<file path="src/alu_pkg.sv">
// Fixed four-lane 32-bit configuration; tags are not checked for uniqueness while in flight
package alu_pkg;

    // Lane count and per-lane data width of one warp request
    localparam int num_lanes  = 4;
    localparam int xlen       = 32;

    // Sideband widths
    localparam int tag_width  = 8;
    localparam int wid_width  = 4;
    localparam int reg_bits   = 5;

    // Shift amount and divider iteration counter width
    localparam int shamt_bits = $clog2(xlen);

    // Encodings are fixed so that vector files can use plain opcode numbers
    typedef enum logic [4:0] {
        op_add  = 5'd0,
        op_sub  = 5'd1,
        op_and  = 5'd2,
        op_or   = 5'd3,
        op_xor  = 5'd4,
        op_sll  = 5'd5,
        op_srl  = 5'd6,
        op_sra  = 5'd7,
        op_slt  = 5'd8,
        op_sltu = 5'd9,
        op_beq  = 5'd10,
        op_bne  = 5'd11,
        op_blt  = 5'd12,
        op_bge  = 5'd13,
        op_mul  = 5'd14,
        op_mulh = 5'd15,
        op_div  = 5'd16,
        op_rem  = 5'd17
    } alu_op_e;

    // One warp's worth of operands entering the execute stage
    typedef struct packed {
        logic [tag_width-1:0]           tag;
        logic [wid_width-1:0]           wid;
        logic [num_lanes-1:0]           tmask;
        alu_op_e                        op;
        logic [reg_bits-1:0]            rd;
        logic [xlen-1:0]                pc;
        logic [xlen-1:0]                imm;
        logic [num_lanes-1:0][xlen-1:0] rs1;
        logic [num_lanes-1:0][xlen-1:0] rs2;
    } alu_req_t;

    // Result headed for the register file; wb is low for branches
    typedef struct packed {
        logic [tag_width-1:0]           tag;
        logic [wid_width-1:0]           wid;
        logic [num_lanes-1:0]           tmask;
        logic [reg_bits-1:0]            rd;
        logic                           wb;
        logic [num_lanes-1:0][xlen-1:0] data;
    } alu_commit_t;

    // Branch resolution sent back to the warp scheduler
    typedef struct packed {
        logic [wid_width-1:0] wid;
        logic                 taken;
        logic [xlen-1:0]      target;
    } branch_ctl_t;

endpackage

</file>
<file path="src/alu_dispatch.sv">
// Single-entry skid-free input register; exactly one unit valid is raised per request
`timescale 1ns/100ps

module alu_dispatch (
    input  logic              clk,
    input  logic              rst_n,
    input  logic              in_valid,
    output logic              in_ready,
    input  alu_pkg::alu_req_t in_req,
    output logic              int_valid,
    input  logic              int_ready,
    output logic              mdv_valid,
    input  logic              mdv_ready,
    output alu_pkg::alu_req_t out_req
);
    import alu_pkg::*;

    logic full;
    logic is_mdv_q;
    logic in_is_mdv;
    logic out_fire;

    // Opcode class is decided on the way in so the output side only sees a flag
    assign in_is_mdv = in_req.op inside {op_mul, op_mulh, op_div, op_rem};

    assign int_valid = full && !is_mdv_q;
    assign mdv_valid = full && is_mdv_q;

    // The entry leaves when the unit it was steered to takes it
    assign out_fire = (int_valid && int_ready) || (mdv_valid && mdv_ready);

    // Accept when empty or when the current entry is leaving this cycle
    assign in_ready = !full || out_fire;

    always_ff @(posedge clk or negedge rst_n) begin
        if (!rst_n) begin
            full <= 1'b0;
        end else if (in_ready) begin
            full <= in_valid;
        end
    end

    always_ff @(posedge clk) begin
        if (in_valid && in_ready) begin
            out_req  <= in_req;
            is_mdv_q <= in_is_mdv;
        end
    end

endmodule

</file>
<file path="config.mk">
export PLATFORM = sky130hd
export DESIGN_NAME = alu_dispatch
export DESIGN_NICKNAME = d
export VERILOG_FILES = /design/src/alu_pkg.sv /design/src/alu_dispatch.sv
export SDC_FILE = /design/constraint.sdc
export NUM_CORES = 1
export LEC_CHECK = 0
export BUFFER_PORTS_ARGS = -buffer_cell sky130_fd_sc_hd__buf_2
export CAP_MARGIN = 30
export CELL_PAD_IN_SITES_DETAIL_PLACEMENT = 1
export CELL_PAD_IN_SITES_GLOBAL_PLACEMENT = 2
export CORE_AREA = 4 4 272 274
export CTS_CLUSTER_SIZE = 14
export DETAILED_ROUTE_END_ITERATION = 7
export DIE_AREA = 0 0 276 278
export PLACE_DENSITY = 0.5
export REMOVE_ABC_BUFFERS = 1
export SKIP_LAST_GASP = 1
export SYNTH_ARGS = -nofsm -noshare
export SYNTH_HDL_FRONTEND = slang
export SYNTH_SLANG_ARGS = --single-unit
export TNS_END_PERCENT = 20
</file>
<file path="constraint.sdc">
create_clock -name clk -period 40.9 [get_ports clk]
set_clock_uncertainty 0.1 [all_clocks]
set_input_delay 6.135 -clock clk [delete_from_list [all_inputs] [get_ports clk]]
set_output_delay 6.135 -clock clk [all_outputs]
set_load 0.01 [all_outputs]
</file>
==> metrics.txt <==
# TYPE chip_impl_metric gauge
chip_impl_info{name="run_status",value="complete, no violations"} 1
chip_impl_metric{name="comb_power_share",unit="%"} 7.6
chip_impl_metric{name="fill_cells",unit=""} 7916
chip_impl_metric{name="syn_to_layout_area_delta",unit="%"} 58.1
chip_impl_metric{name="postSynthAreaPerCell",unit="µm²"} 29.4
chip_impl_metric{name="worstPathBufferInverterCount",unit=""} 2
chip_impl_info{name="synth_top_family_by_area",value="simple AND/OR/NAND/NOR gates"} 1
chip_impl_metric{name="leakagePower",unit="nW"} 6.81
chip_impl_metric{name="num_vias",unit=""} 6725
chip_impl_info{name="cts_tree",value="yes"} 1
chip_impl_metric{name="final_nets",unit=""} 1456
chip_impl_metric{name="synth.top_cell.area_share",unit="%"} 99.2
chip_impl_metric{name="cts_max_level",unit=""} 2
chip_impl_metric{name="gp_congestion",unit=""} 0.768
chip_impl_metric{name="syn_area",unit="µm²"} 10500
chip_impl_info{name="layout.cells.most_common_list",value="sky130_fd_sc_hd__buf_2 (699), sky130_fd_sc_hd__edfxtp_1 (347), sky130_fd_sc_hd__clkbuf_16 (45), sky130_fd_sc_hd__clkinv_2 (17), sky130_fd_sc_hd__inv_6 (5)"} 1
chip_impl_metric{name="cts.sink_count",unit=""} 348
chip_impl_metric{name="vias_per_cell",unit=""} 3.21
chip_impl_info{name="min_path_type",value="reg2reg"} 1
chip_impl_metric{name="synth.area.mux_share",unit="%"} 0.0952
chip_impl_metric{name="timing.critical_path.fanout_max",unit=""} 3
chip_impl_metric{name="drive_above_1_share",unit="%"} 68.0
chip_impl_metric{name="floorplan.die_area",unit="µm²"} 76700
chip_impl_info{name="timing.critical_path.from",value="mdv_ready"} 1
chip_impl_metric{name="clock_latency",unit="ps"} 540
chip_impl_metric{name="synth_compound_gate_area_share",unit="%"} 0.143
chip_impl_metric{name="cts-resized-gates",unit=""} 0
chip_impl_metric{name="grt_antenna_before_repair",unit=""} 17
chip_impl_metric{name="syn_inst",unit=""} 357
chip_impl_metric{name="yosys_register_bits",unit=""} 348
chip_impl_metric{name="power.sequential.fraction",unit="%"} 49.7
chip_impl_metric{name="slew_viol_final",unit=""} 0
chip_impl_metric{name="detail_route.drc_violations",unit=""} 0
chip_impl_info{name="cp_slowest_cell",value="sky130_fd_sc_hd__mux2i_1"} 1
chip_impl_metric{name="synthXorXnorAreaFrac",unit="%"} 0
chip_impl_metric{name="cap_violations",unit=""} 0
chip_impl_info{name="clockRootBuffer",value="sky130_fd_sc_hd__clkbuf_16"} 1
chip_impl_metric{name="place.detailed.instances",unit=""} 2010
chip_impl_metric{name="setup_total_negative_slack",unit="ps"} 0
chip_impl_metric{name="design.portCount",unit=""} 700
chip_impl_metric{name="grt_pass1_vias",unit=""} 7575
chip_impl_metric{name="start_util",unit="%"} 14.7
chip_impl_metric{name="die_width",unit="µm"} 276
chip_impl_metric{name="clk_transition_reported_paths",unit="ps"} 60
chip_impl_metric{name="timing.reg2reg.setup_slack",unit="ps"} 36970
chip_impl_metric{name="drtIter0Drc",unit=""} 254
chip_impl_metric{name="coreArea",unit="µm²"} 71400
chip_impl_metric{name="largest_incremental_delay_on_the_critical_path",unit="ps"} 360
chip_impl_metric{name="multiInputGateArea",unit="µm²"} 75.1
chip_impl_info{name="cp-start-kind",value="input port"} 1
chip_impl_info{name="cpMostUsedCell",value="sky130_fd_sc_hd__buf_2"} 1
chip_impl_metric{name="fin_total_pwr",unit="W"} 0.000858
chip_impl_metric{name="swShare",unit="%"} 23.0
chip_impl_info{name="critical_path_start_end_classification",value="in2out"} 1
chip_impl_metric{name="grt_use_total",unit="%"} 9.71
chip_impl_info{name="critical-path-top-delay-family",value="multiplexers"} 1
chip_impl_metric{name="worst_ep_arrival",unit="ps"} 6860
chip_impl_metric{name="max-clock-path-buffers",unit=""} 3
chip_impl_metric{name="globalRoute.totalOverflow",unit=""} 0
chip_impl_metric{name="die_h",unit="µm"} 278
chip_impl_info{name="synth_area_leader_cell",value="sky130_fd_sc_hd__edfxtp_1"} 1
chip_impl_metric{name="max_clock_freq",unit="MHz"} 76.3
chip_impl_metric{name="hold_buffers",unit=""} 0
chip_impl_metric{name="maxSlewHeadroom",unit="%"} 35.0
chip_impl_info{name="crit_chain",value="buf_2 -> mux2i_1 -> nand2_1 -> buf_2"} 1
chip_impl_metric{name="rows",unit=""} 98
chip_impl_metric{name="p_int",unit="W"} 0.000661
chip_impl_metric{name="layout_min_cycle_time",unit="ps"} 13100
chip_impl_info{name="mostFrequentLayoutCell",value="sky130_fd_sc_hd__buf_2"} 1
chip_impl_metric{name="clock_power_share",unit="%"} 42.7
chip_impl_metric{name="area.sequential",unit="µm²"} 10400
chip_impl_metric{name="post_layout_nonfiller_instances",unit=""} 2092
chip_impl_metric{name="setup_violations",unit=""} 0
chip_impl_metric{name="antenna_violating_nets_remaining",unit=""} 0
chip_impl_metric{name="switchingPower",unit="W"} 0.000197
chip_impl_metric{name="distinct_cell_type_count_of_the_synthesized_netlist",unit=""} 10
chip_impl_info{name="grt_setup_unrepaired",value="no"} 1
chip_impl_metric{name="placed_area",unit="µm²"} 15200
chip_impl_metric{name="grt_pass1_wl",unit="µm"} 54800
chip_impl_info{name="endpoint_kind",value="output pin"} 1
chip_impl_info{name="start_of_the_worst_register_to_register_path",value="is_mdv_q"} 1
chip_impl_metric{name="drt_pass_1_iters",unit=""} 4
chip_impl_metric{name="critical_path_required",unit="ps"} 34670
chip_impl_metric{name="post_synth_fa_ha_maj_area_fraction",unit="%"} 0
chip_impl_metric{name="routed_wirelength",unit="µm"} 39600
chip_impl_metric{name="ir_worst_vdd",unit="mV"} 0.0282
chip_impl_metric{name="pwr_density_cell",unit="nW/µm²"} 51.6
chip_impl_metric{name="number_of_buffers_inserted_by_port_buffering",unit=""} 699
chip_impl_metric{name="avgRoutedWirePerCell",unit="µm"} 18.9
chip_impl_metric{name="synth.yosys.warnings",unit=""} 0
chip_impl_metric{name="place_hpwl",unit="µm"} 31300
chip_impl_metric{name="synth_simple_gate_area_share",unit="%"} 0.369
chip_impl_metric{name="seq_area_frac_synth",unit="%"} 99.4
chip_impl_metric{name="grt_start_max_net_pins",unit=""} 146
chip_impl_info{name="timing.hold.worst.start",value="full"} 1
chip_impl_info{name="synth.area.top_cells",value="sky130_fd_sc_hd__edfxtp_1 (99%), sky130_fd_sc_hd__dfrtp_1 (0.24%), sky130_fd_sc_hd__mux2i_1 (0.095%), sky130_fd_sc_hd__or4b_1 (0.095%), sky130_fd_sc_hd__nand4b_1 (0.083%)"} 1
chip_impl_metric{name="finalInstanceArea",unit="µm²"} 16600
chip_impl_metric{name="number_of_buffers_added_by_the_clock_tree_synthesis_step",unit=""} 43
chip_impl_metric{name="period_share",unit="%"} 32.0
chip_impl_metric{name="post-cts-setup-buffer-count",unit=""} 0
chip_impl_metric{name="finalHoldViolCount",unit=""} 0
chip_impl_metric{name="tightest_slew",unit="ps"} 976
==> sequential cells by signal, summed over array words and instances, names as in the netlist <==
register / flops
out_req: 346
full: 1
is_mdv_q: 1
==> power groups by stage <==
stage | clock network (W) | registers (W) | logic [W]
floorplan | 0 | 0.000471 | 0.00000800
global placement | 0 | 0.000433 | 0.0000673
detailed placement | 0 | 0.000434 | 0.0000678
CTS | 0.000385 | 0.000427 | 0.0000679
global route | 0.000401 | 0.000428 | 0.0000709
finish | 0.000367 | 0.000426 | 0.0000654
==> cell type report <==
| cell class | count | area share, % |
|---|---|---|
| Antenna cell | 3 | 0.0452 |
| Sequential cell | 348 | 62.9 |
| Multi-Input combinational cell | 9 | 0.452 |
| Tap cell | 950 | 7.15 |
| Timing Repair Buffer | 703 | 21.3 |
| Clock buffer | 49 | 6.87 |
| Clock inverter | 30 | 1.33 |
==> cell families (layout without fill, tap and decap cells) <==
kind of cell / after synthesis / after routing
flops: 348 / 348
simple gates: 6 / 6
compound gates: 2 / 2
mux: 1 / 1
buf+inv: 0 / 782
other cells: 0 / 3
==> worst paths after layout <==
check                                to  cells past startpoint
hold / removal                     full                      1
min in group asynchronous          full                      1
max in group asynchronous          full                      1
setup reg to reg           out_req[235]                      5
setup / recovery               in_ready                      4
hold reg to reg                    full                      1
==> Yosys cell counts <==
cell                         n
sky130_fd_sc_hd__nor2b_1     1
sky130_fd_sc_hd__mux2i_1     1
sky130_fd_sc_hd__nand2_1     2
sky130_fd_sc_hd__a21o_1      1
sky130_fd_sc_hd__or4b_1      1
sky130_fd_sc_hd__and2_1      1
sky130_fd_sc_hd__a21boi_0    1
sky130_fd_sc_hd__edfxtp_1  347
sky130_fd_sc_hd__nand4b_1    1
sky130_fd_sc_hd__dfrtp_1     1
==> metrics by stage <==
step	hold WS (ps)	utilization, %	setup slack (ps)
finish	507	23.3	27800
global placement	518	21.4	27800
floorplan	395	-	8030
CTS	514	23.3	27810
detailed placement	500	21.4	27810
global route	553	23.3	27740
==> per-layer routing <==
metal,share of wire (%),vias to the layer above,wire [µm],GRT usage (%)
li1,-,2971,-,-
met1,35,3272,14000,10.2
met2,53,396,20800,17.6
met3,8.8,76,3490,3.67
met4,3.1,10,1220,3.76
met5,0.14,-,56,0
==> worst register-to-register path, delay by kind of cell (launching register included) <==
kind | cells | cell delay, ps
AOI/OAI and AO/OA | 1 | 230
muxes | 1 | 230
DFF | 1 | 440
buffers and inverters | 3 | 2470
Power figures use the tool's default switching activity.
